$ cat src/logic/decode_pkg.sv
package decode_pkg;

  localparam int data_w = 16;

  // Control levels for the rest of the datapath
  typedef struct packed {
    logic reg_write;    // Register file write strobe
    logic reg_dst;      // Write to rd instead of rs
    logic five_bit_imm; // Use imm5, also selects rt as write register
    logic zero_extend;
    logic mem_write;    // Store, swaps operand order
    logic jump;
    logic halt;
  } ctrl_t;

  // Everything the decode stage hands to execute
  typedef struct packed {
    logic [data_w-1:0] read1_data;
    logic [data_w-1:0] read2_data;
    logic [data_w-1:0] immediate;
    logic [data_w-1:0] jump_addr;
  } operands_t;

endpackage

$ cat src/logic/isa_pkg.sv
package isa_pkg;

  localparam int num_regs = 8;
  localparam int pc_hi_w  = 5; // Upper PC bits placed above disp11

  typedef logic [$clog2(num_regs)-1:0] reg_idx_t;

  // Major opcode in bits 15:11, codes not listed are illegal
  typedef enum logic [4:0] {
    HALT  = 5'b00000,
    NOP   = 5'b00001,
    J     = 5'b00100,
    ADDI  = 5'b01000,
    ANDNI = 5'b01011,
    ST    = 5'b10000,
    LD    = 5'b10001,
    SLBI  = 5'b10010,
    LBI   = 5'b11000,
    ADD   = 5'b11011
  } opcode_t;

  // Register-register format
  typedef struct packed {
    opcode_t    opcode;
    reg_idx_t   rs;     // Bits 10:8
    reg_idx_t   rt;     // Bits 7:5
    reg_idx_t   rd;     // Bits 4:2
    logic [1:0] func;
  } instr_r_t;

  // Immediate format, the 8-bit immediate spans rt and imm5
  typedef struct packed {
    opcode_t    opcode;
    reg_idx_t   rs;
    reg_idx_t   rt;
    logic [4:0] imm5;
  } instr_i_t;

  typedef struct packed {
    opcode_t     opcode;
    logic [10:0] disp11; // Jump displacement
  } instr_j_t;

  // One instruction word seen in all three formats
  typedef union packed {
    instr_r_t r;
    instr_i_t i;
    instr_j_t j;
  } instr_u;

endpackage

$ cat src/logic/decode_control.sv
`timescale 1ns/10ps

module decode_control (
  input  isa_pkg::instr_u    instr,
  output decode_pkg::ctrl_t ctrl,
  output logic              err
);

  always_comb begin
    ctrl = '0; // Everything low unless an opcode sets it
    err  = 1'b0;
    case (instr.r.opcode)
      isa_pkg::ADDI: begin
        ctrl.reg_write    = 1'b1;
        ctrl.five_bit_imm = 1'b1;
      end
      isa_pkg::ANDNI: begin
        ctrl.reg_write    = 1'b1;
        ctrl.five_bit_imm = 1'b1;
        ctrl.zero_extend  = 1'b1;
      end
      isa_pkg::LD: begin
        ctrl.reg_write    = 1'b1;
        ctrl.five_bit_imm = 1'b1;
      end
      isa_pkg::LBI: begin
        ctrl.reg_write = 1'b1; // Signed 8-bit immediate into rs
      end
      isa_pkg::SLBI: begin
        ctrl.reg_write   = 1'b1;
        ctrl.zero_extend = 1'b1;
      end
      isa_pkg::ST: begin
        // Offset from imm5, no register write
        ctrl.mem_write    = 1'b1;
        ctrl.five_bit_imm = 1'b1;
      end
      isa_pkg::ADD: begin
        ctrl.reg_write = 1'b1;
        ctrl.reg_dst   = 1'b1;
      end
      isa_pkg::J: begin
        ctrl.jump = 1'b1;
      end
      isa_pkg::HALT: begin
        ctrl.halt = 1'b1;
      end
      isa_pkg::NOP: begin
        ctrl = '0;
      end
      default: begin
        // Illegal opcode, keep the bundle low so nothing is written
        ctrl = '0;
        err  = 1'b1;
      end
    endcase
  end

endmodule

$ cat src/logic/decode_stage.sv
`timescale 1ns/10ps

module decode_stage (
  input  logic                          clk,
  input  logic                          reset,
  input  isa_pkg::instr_u               instr,
  input  logic [isa_pkg::pc_hi_w-1:0]   pc_hi,
  input  logic [decode_pkg::data_w-1:0] write_data,
  output decode_pkg::ctrl_t             ctrl,
  output decode_pkg::operands_t         ops,
  output logic                          err
);

  decode_control u_ctrl (
    .instr (instr),
    .ctrl  (ctrl),
    .err   (err)
  );

  // Control bundle also steers the register write and operand order
  instr_decode u_decode (
    .clk        (clk),
    .reset      (reset),
    .instr      (instr),
    .pc_hi      (pc_hi),
    .write_data (write_data),
    .ctrl       (ctrl),
    .ops        (ops)
  );

endmodule

$ cat src/logic/imm_gen.sv
`timescale 1ns/10ps

module imm_gen (
  input  isa_pkg::instr_u                instr,
  input  logic [isa_pkg::pc_hi_w-1:0]    pc_hi,
  input  logic                           five_bit_imm,
  input  logic                           zero_extend,
  output logic [decode_pkg::data_w-1:0]  immediate,
  output logic [decode_pkg::data_w-1:0]  jump_addr
);

  logic [4:0]                    imm5;
  logic [7:0]                    imm8;
  logic [decode_pkg::data_w-1:0] sext5, zext5, sext8, zext8;
  logic [decode_pkg::data_w-1:0] sext_sel, zext_sel;

  assign imm5 = instr.i.imm5;
  assign imm8 = {instr.i.rt, instr.i.imm5}; // Low byte of the word

  assign sext5 = {{(decode_pkg::data_w-5){imm5[4]}}, imm5};
  assign zext5 = {{(decode_pkg::data_w-5){1'b0}}, imm5};
  assign sext8 = {{(decode_pkg::data_w-8){imm8[7]}}, imm8};
  assign zext8 = {{(decode_pkg::data_w-8){1'b0}}, imm8};

  // Field width first, then extension kind
  assign sext_sel  = five_bit_imm ? sext5 : sext8;
  assign zext_sel  = five_bit_imm ? zext5 : zext8;
  assign immediate = zero_extend ? zext_sel : sext_sel;

  // Upper PC bits joined above the displacement
  assign jump_addr = {pc_hi, instr.j.disp11};

endmodule

$ cat src/logic/instr_decode.sv
`timescale 1ns/10ps

module instr_decode (
  input  logic                          clk,
  input  logic                          reset,
  input  isa_pkg::instr_u               instr,
  input  logic [isa_pkg::pc_hi_w-1:0]   pc_hi,
  input  logic [decode_pkg::data_w-1:0] write_data,
  input  decode_pkg::ctrl_t             ctrl,
  output decode_pkg::operands_t         ops
);

  isa_pkg::reg_idx_t rs, rt, rd;
  isa_pkg::reg_idx_t write_sel;

  logic [decode_pkg::data_w-1:0] rt_data; // Port 1
  logic [decode_pkg::data_w-1:0] rs_data; // Port 2
  logic [decode_pkg::data_w-1:0] immediate, jump_addr;

  assign rs = instr.r.rs;
  assign rt = instr.r.rt;
  assign rd = instr.r.rd;

  // Immediate forms write rt, R format writes rd, LBI and SLBI write rs
  always_comb begin
    if (ctrl.five_bit_imm) begin
      write_sel = rt;
    end else if (ctrl.reg_dst) begin
      write_sel = rd;
    end else begin
      write_sel = rs;
    end
  end

  register_file u_regs (
    .clk        (clk),
    .reset      (reset),
    .read1_sel  (rt),
    .read2_sel  (rs),
    .write_sel  (write_sel),
    .write_data (write_data),
    .write      (ctrl.reg_write),
    .read1_data (rt_data),
    .read2_data (rs_data)
  );

  imm_gen u_imm (
    .instr        (instr),
    .pc_hi        (pc_hi),
    .five_bit_imm (ctrl.five_bit_imm),
    .zero_extend  (ctrl.zero_extend),
    .immediate    (immediate),
    .jump_addr    (jump_addr)
  );

  // Stores put the base register first
  assign ops.read1_data = ctrl.mem_write ? rs_data : rt_data;
  assign ops.read2_data = ctrl.mem_write ? rt_data : rs_data;
  assign ops.immediate  = immediate;
  assign ops.jump_addr  = jump_addr;

endmodule

$ cat src/logic/register_file.sv
`timescale 1ns/10ps

module register_file (
  input  logic                         clk,
  input  logic                         reset,
  input  isa_pkg::reg_idx_t            read1_sel,
  input  isa_pkg::reg_idx_t            read2_sel,
  input  isa_pkg::reg_idx_t            write_sel,
  input  logic [decode_pkg::data_w-1:0] write_data,
  input  logic                         write,
  output logic [decode_pkg::data_w-1:0] read1_data,
  output logic [decode_pkg::data_w-1:0] read2_data
);

  logic [decode_pkg::data_w-1:0] regs [isa_pkg::num_regs];

  // Reset wins over a write in the same cycle
  always_ff @(posedge clk) begin
    if (reset) begin
      for (int i = 0; i < isa_pkg::num_regs; i++) begin
        regs[i] <= '0;
      end
    end else if (write) begin
      regs[write_sel] <= write_data;
    end
  end

  // Reads are combinational, no bypass of the value being written
  assign read1_data = regs[read1_sel];
  assign read2_data = regs[read2_sel];

endmodule

$ cat config.mk
export PLATFORM = sky130hd
export DESIGN_NAME = decode_stage
export DESIGN_NICKNAME = d
export VERILOG_FILES = /design/src/logic/decode_pkg.sv /design/src/logic/isa_pkg.sv /design/src/logic/decode_control.sv /design/src/logic/decode_stage.sv /design/src/logic/imm_gen.sv /design/src/logic/instr_decode.sv /design/src/logic/register_file.sv
export SDC_FILE = /design/constraint.sdc
export NUM_CORES = 1
export LEC_CHECK = 0
export ABC_AREA = 0
export ABC_CLOCK_PERIOD_IN_PS = 8300
export BUFFER_PORTS_ARGS = -buffer_cell sky130_fd_sc_hd__clkbuf_2
export CAP_MARGIN = 20
export CORE_AREA = 2 2 125 127
export CTS_BUF_LIST = sky130_fd_sc_hd__clkbuf_2 sky130_fd_sc_hd__clkbuf_4 sky130_fd_sc_hd__clkbuf_8
export DETAILED_ROUTE_END_ITERATION = 12
export DIE_AREA = 0 0 127 129
export PLACE_DENSITY_LB_ADDON = 0.15
export SLEW_MARGIN = 20
export SYNTH_ARGS = -nofsm -noshare
export SYNTH_HDL_FRONTEND = slang
export SYNTH_SLANG_ARGS = --single-unit
$ cat constraint.sdc
create_clock -name clk -period 8.3 [get_ports clk]
set_clock_uncertainty 0.05 [all_clocks]
set_input_delay 0.83 -clock clk [delete_from_list [all_inputs] [get_ports clk]]
set_output_delay 0.83 -clock clk [all_outputs]
set_load 0.05 [all_outputs]
Word-level counts from Yosys, hierarchy flattened
Memory sizes are Yosys's and may differ from the RTL's.
Cells that the tools add are included.
{"block": "word_totals", "ramBits": 128, "memories": 1, "wordCells": 39, "output_inout_bits": 72, "ff_bits": 0}
{"memory": "u_decode.u_regs.regs", "depth": 8, "width": 16, "read_ports": 2, "rd_ports_with_merged_regs": 0, "wr": 8, "line_no": "register_file.sv:15", "rtl": "logic [decode_pkg::data_w-1:0] regs [isa_pkg::num_regs];"}
{"block": "op_classes", "eq_ne": 9, "reduce_logical": 6, "muxes": 23}
{"cell": "two-way mux 16 bit", "count": 5}
{"cell": "equality test 5 bit, second input constant", "count": 5}
{"cell": "OR reduction 16 bit", "count": 1}
{"cell": "two-way mux 1 bit", "count": 14}
{"cell": "equality test 5 x 4 -> 1 bit, second input constant", "count": 2}
{"cell": "OR reduction 10 bit", "count": 1}
{"cell": "two-way mux 3 bit", "count": 3}
{"cell": "two-way mux 8 bit", "count": 1}
{"cell": "OR reduction 6 bit", "count": 1}
{"cell": "equality test 5 x 1 -> 1 bit, second input constant", "count": 1}
{"cell": "equality test 5 x 3 -> 1 bit, second input constant", "count": 1}
{"cell": "zero test 5 bit", "count": 1}
{"cell": "OR reduction 4 bit", "count": 1}
{"cell": "OR reduction 2 bit", "count": 1}

Logic depth before layout (Yosys ltp)
{"block": "logic_depth", "depth_word": 8, "depth_mapped": 8}

By module
From an unflattened synthesis, not the netlist that was laid out.
{"block": "unflattened", "hier_cells": 538, "hier_area_um2": 8049.0}
{"mod": "register_file", "seq_area_each_um2": 3843.7, "cells_each": 430, "n_inst": 1, "area_each_um2": 6999.2}
{"mod": "instr_decode", "seq_area_each_um2": 0.0, "cells_each": 45, "n_inst": 1, "area_each_um2": 600.6}
{"mod": "imm_gen", "seq_area_each_um2": 0.0, "cells_each": 37, "n_inst": 1, "area_each_um2": 265.3}
{"mod": "decode_control", "seq_area_each_um2": 0.0, "cells_each": 26, "n_inst": 1, "area_each_um2": 183.9}

Least setup slack after synthesis
OpenSTA, ideal clock, no wires.
{"block": "synth_path", "kind": "input port to output port", "start": "in instr[12] in the netlist's numbering", "end": "out ops[25] in the netlist's numbering", "required_time_ps": 7420, "slack_ps": 4086, "path_stages": 7, "arrival_time_ps": 3334, "path_cell_list": "buf_2 or4b_4 a31o_4 inv_1 nand2_1 a21oi_1 buf_4"}
{"item": "from (decl)", "line_no": "decode_stage.sv:6", "rtl": "input isa_pkg::instr_u instr,"}
{"item": "to (decl)", "line_no": "decode_stage.sv:10", "rtl": "output decode_pkg::operands_t ops,"}

==> reports/metrics.yaml <==
place_congestion: 0.7702
worst-path-max-fanout: 17
cts_max_path_buffers: 2
routed_wl_um: 18120
yosysWarnings: 0
setup-tns-final_ns: 0
min_from: "write_data[8]"
leakagePower_nw: 3.395
vias_per_cell: 6.043
grt_pass1_vias: 4470
grt_pass1_wl_um: 27170
synth.distinct_cells: 38
syn_area_per_cell_um2: 14.84
slowest_delay_ns: 0.97
path_class: "input port to flop"
crit_chain: "clkbuf_2 -> or4b_4 -> a311oi_1 -> a31oi_4 -> nor4_4 -> or2_2"
yosys_register_bits: 128
firstDrtPassIters: 5
power_density_mw_per_mm2: 200.8
drt_first_iter_violations: 319
cts_tree: "yes"
postPlaceCellArea_mm2: 0.008010
cts.sinks: 128
hold_violations: 0
path_depth: 6
ys_seq_area_frac: 0.5000
relSlewSlack: 0.2726
max_clock_freq_mhz: 265.7
largest_registers: "u_decode.u_regs.regs: 128 flops"
vias: 4659
setup_viol: 0
synth_edf_count: 128
antenna_cells: 0
die_area_mm2: 0.01638
fin_crit_sh: 0.4534
hold_depth: 2
drv_slew: 0
synthCells: 518
crit_path_start_kind: "input port"
postCtsHoldBufs: 0
cap_violations: 0
tightestPinTransition_ns: 1.083
rsz0062_at_grt: "no"
crit_required_ns: 8.33
antenna_found_initial: 0
largest_register: "u_decode.u_regs.regs"
numCtsBuffers: 17
nets: 610
cts_htree_levels: 4
synthArstFlopShare: 0
pin_count: 111
wl_per_cell_um: 23.50
syn-num-nets: 557
drc: 0
cts-root-buf: "clkbuf_8"
grt_use_total: 0.2279
io_buffer_count: 94
ir_drop_mv: 0.1161
path_delay_family: "simple AND/OR/NAND/NOR gates"
final_core_util: 0.5666
hold_end: "u_decode.u_regs.regs[5][8]"
dpl_worst_slack_ns: 3.800
postCtsSetupRepairBufs: 0
worst-path-buf-inv: 1
cts.reportedPaths.clkPinSlew_ns: 0.08
syn2layout_area_growth_pct: 10.38
rows: 45
grt_max_degree: 36
worstSetupEndpointType: "flop"
die_y_um: 129
grt.overflow.total: 0
die_x_um: 127
fin_crit_ns: 3.764
setup_ws_ns: 4.536
largest_reg_flops: 128
cp.arrival_ns: 3.79
synth-main-ff-cell: "edfxtp_1"
slowest_stage: "nor4_4"
cts.repair.resized: 0
hp-class: "input port to flop"
ant_nets: 0
start_util: 0.5133
run_status: "finished clean"
postLayoutCellArea_mm2: 0.008486
drive_gt1_frac: 0.3671
dp_hpwl_um: 10880
syn_area_mm2: 0.007687
core_mm2: 0.01498
==> cell type report <==
cell class / instances / area [um2]
inverters: 5 / 18.77
repair buffers: 102 / 545.5
clock buffers: 17 / 234.0
fillers: 1222 / 6491
flip-flops and latches: 128 / 3844
multi-input cells: 317 / 3412
well taps: 188 / 235.2
clock inverters: 14 / 196.4
==> worst max path at each step <==
stage,startpoint,endpoint,slack (ns)
floorplan,instr[12],ops[25],4.09
CTS,instr[13],ops[42],4.16
global route,instr[11],u_decode.u_regs.regs[0][13],4.40
detailed placement,instr[9],u_decode.u_regs.regs[2][14],3.80
finish,instr[11],u_decode.u_regs.regs[0][12],4.54
global placement,instr[9],u_decode.u_regs.regs[2][8],3.83
==> synthesized netlist by cell type (2+ instances only) <==
library cell | count | area share
nor2_1 | 7 | 0.0034
nand3b_1 | 2 | 0.0020
nand2b_1 | 2 | 0.0016
mux2i_1 | 64 | 0.083
and2_1 | 128 | 0.10
nor4b_4 | 3 | 0.0093
and3_1 | 2 | 0.0016
and4bb_2 | 2 | 0.0033
buf_1 | 9 | 0.0044
nand3_1 | 4 | 0.0026
a21o_1 | 2 | 0.0020
nand2_1 | 2 | 0.00098
buf_2 | 6 | 0.0039
or2_2 | 8 | 0.0065
mux4_2 | 64 | 0.19
a31oi_4 | 3 | 0.0083
inv_1 | 5 | 0.0024
edfxtp_1 | 128 | 0.50
buf_4 | 32 | 0.031
o21ai_0 | 6 | 0.0039
buf_6 | 4 | 0.0059
a311oi_1 | 3 | 0.0034
clkbuf_1 | 17 | 0.0083
==> logic make-up (layout without fill, tap and decap cells) <==
family	count (synthesis)	count (layout)	share of synthesized area
compound gates	18	18	0.02262
xor+xnor	1	1	0.001140
buf+inv	73	138	0.05615
flops	128	128	0.5000
mux	129	129	0.2723
simple gates	169	169	0.1478
==> stage by stage <==
stage / cells / total power [W] / hold slack [ns]
6_report: 771 / 0.001704 / 0.7137
3_3_place_gp: 736 / 0.001120 / 1.150
2_1_floorplan: 518 / 0.001060 / 0.9782
4_1_cts: 767 / 0.001711 / 0.6964
3_5_place_dp: 736 / 0.001126 / 1.159
5_1_grt: 771 / 0.001760 / 0.7009
==> metal layers <==
metal | vias up | share of wire | GRT usage
li1 | 2060 | - | -
met5 | - | 0 | 0
met1 | 2379 | 0.43 | 0.3198
met4 | 0 | 0.013 | 0.06723
met3 | 25 | 0.070 | 0.05780
met2 | 195 | 0.48 | 0.3574
==> placed cells by master (no fill, tap or decap), types with 2 or more instances in the layout <==
master,Yosys,final
inv_1,5,5
mux4_2,64,64
buf_6,4,4
bufinv_16,0,5
nand3_1,4,4
o21ai_0,6,6
nand2_1,2,2
a311oi_1,3,3
or2_2,8,8
nor2_1,7,7
clkbuf_8,0,17
mux2i_1,64,64
and3_1,2,2
and2_1,128,128
nand3b_1,2,2
a31oi_4,3,3
buf_4,32,4
clkinv_1,0,2
and4bb_2,2,2
nand2b_1,2,2
clkbuf_2,0,94
nor4b_4,3,3
clkinv_2,0,6
a21o_1,2,2
edfxtp_1,128,128
==> power breakdown <==
part           switching (W)  leakage (nW)  total, W  internal, W
Clock               0.000242         0.224  0.000593     0.000350
Combinational       0.000230          1.95  0.000342     0.000112
Sequential         0.0000191          1.22  0.000769     0.000750
Total               0.000491          3.39   0.00170      0.00121
Note: power is estimated with default switching activity, not from simulation.
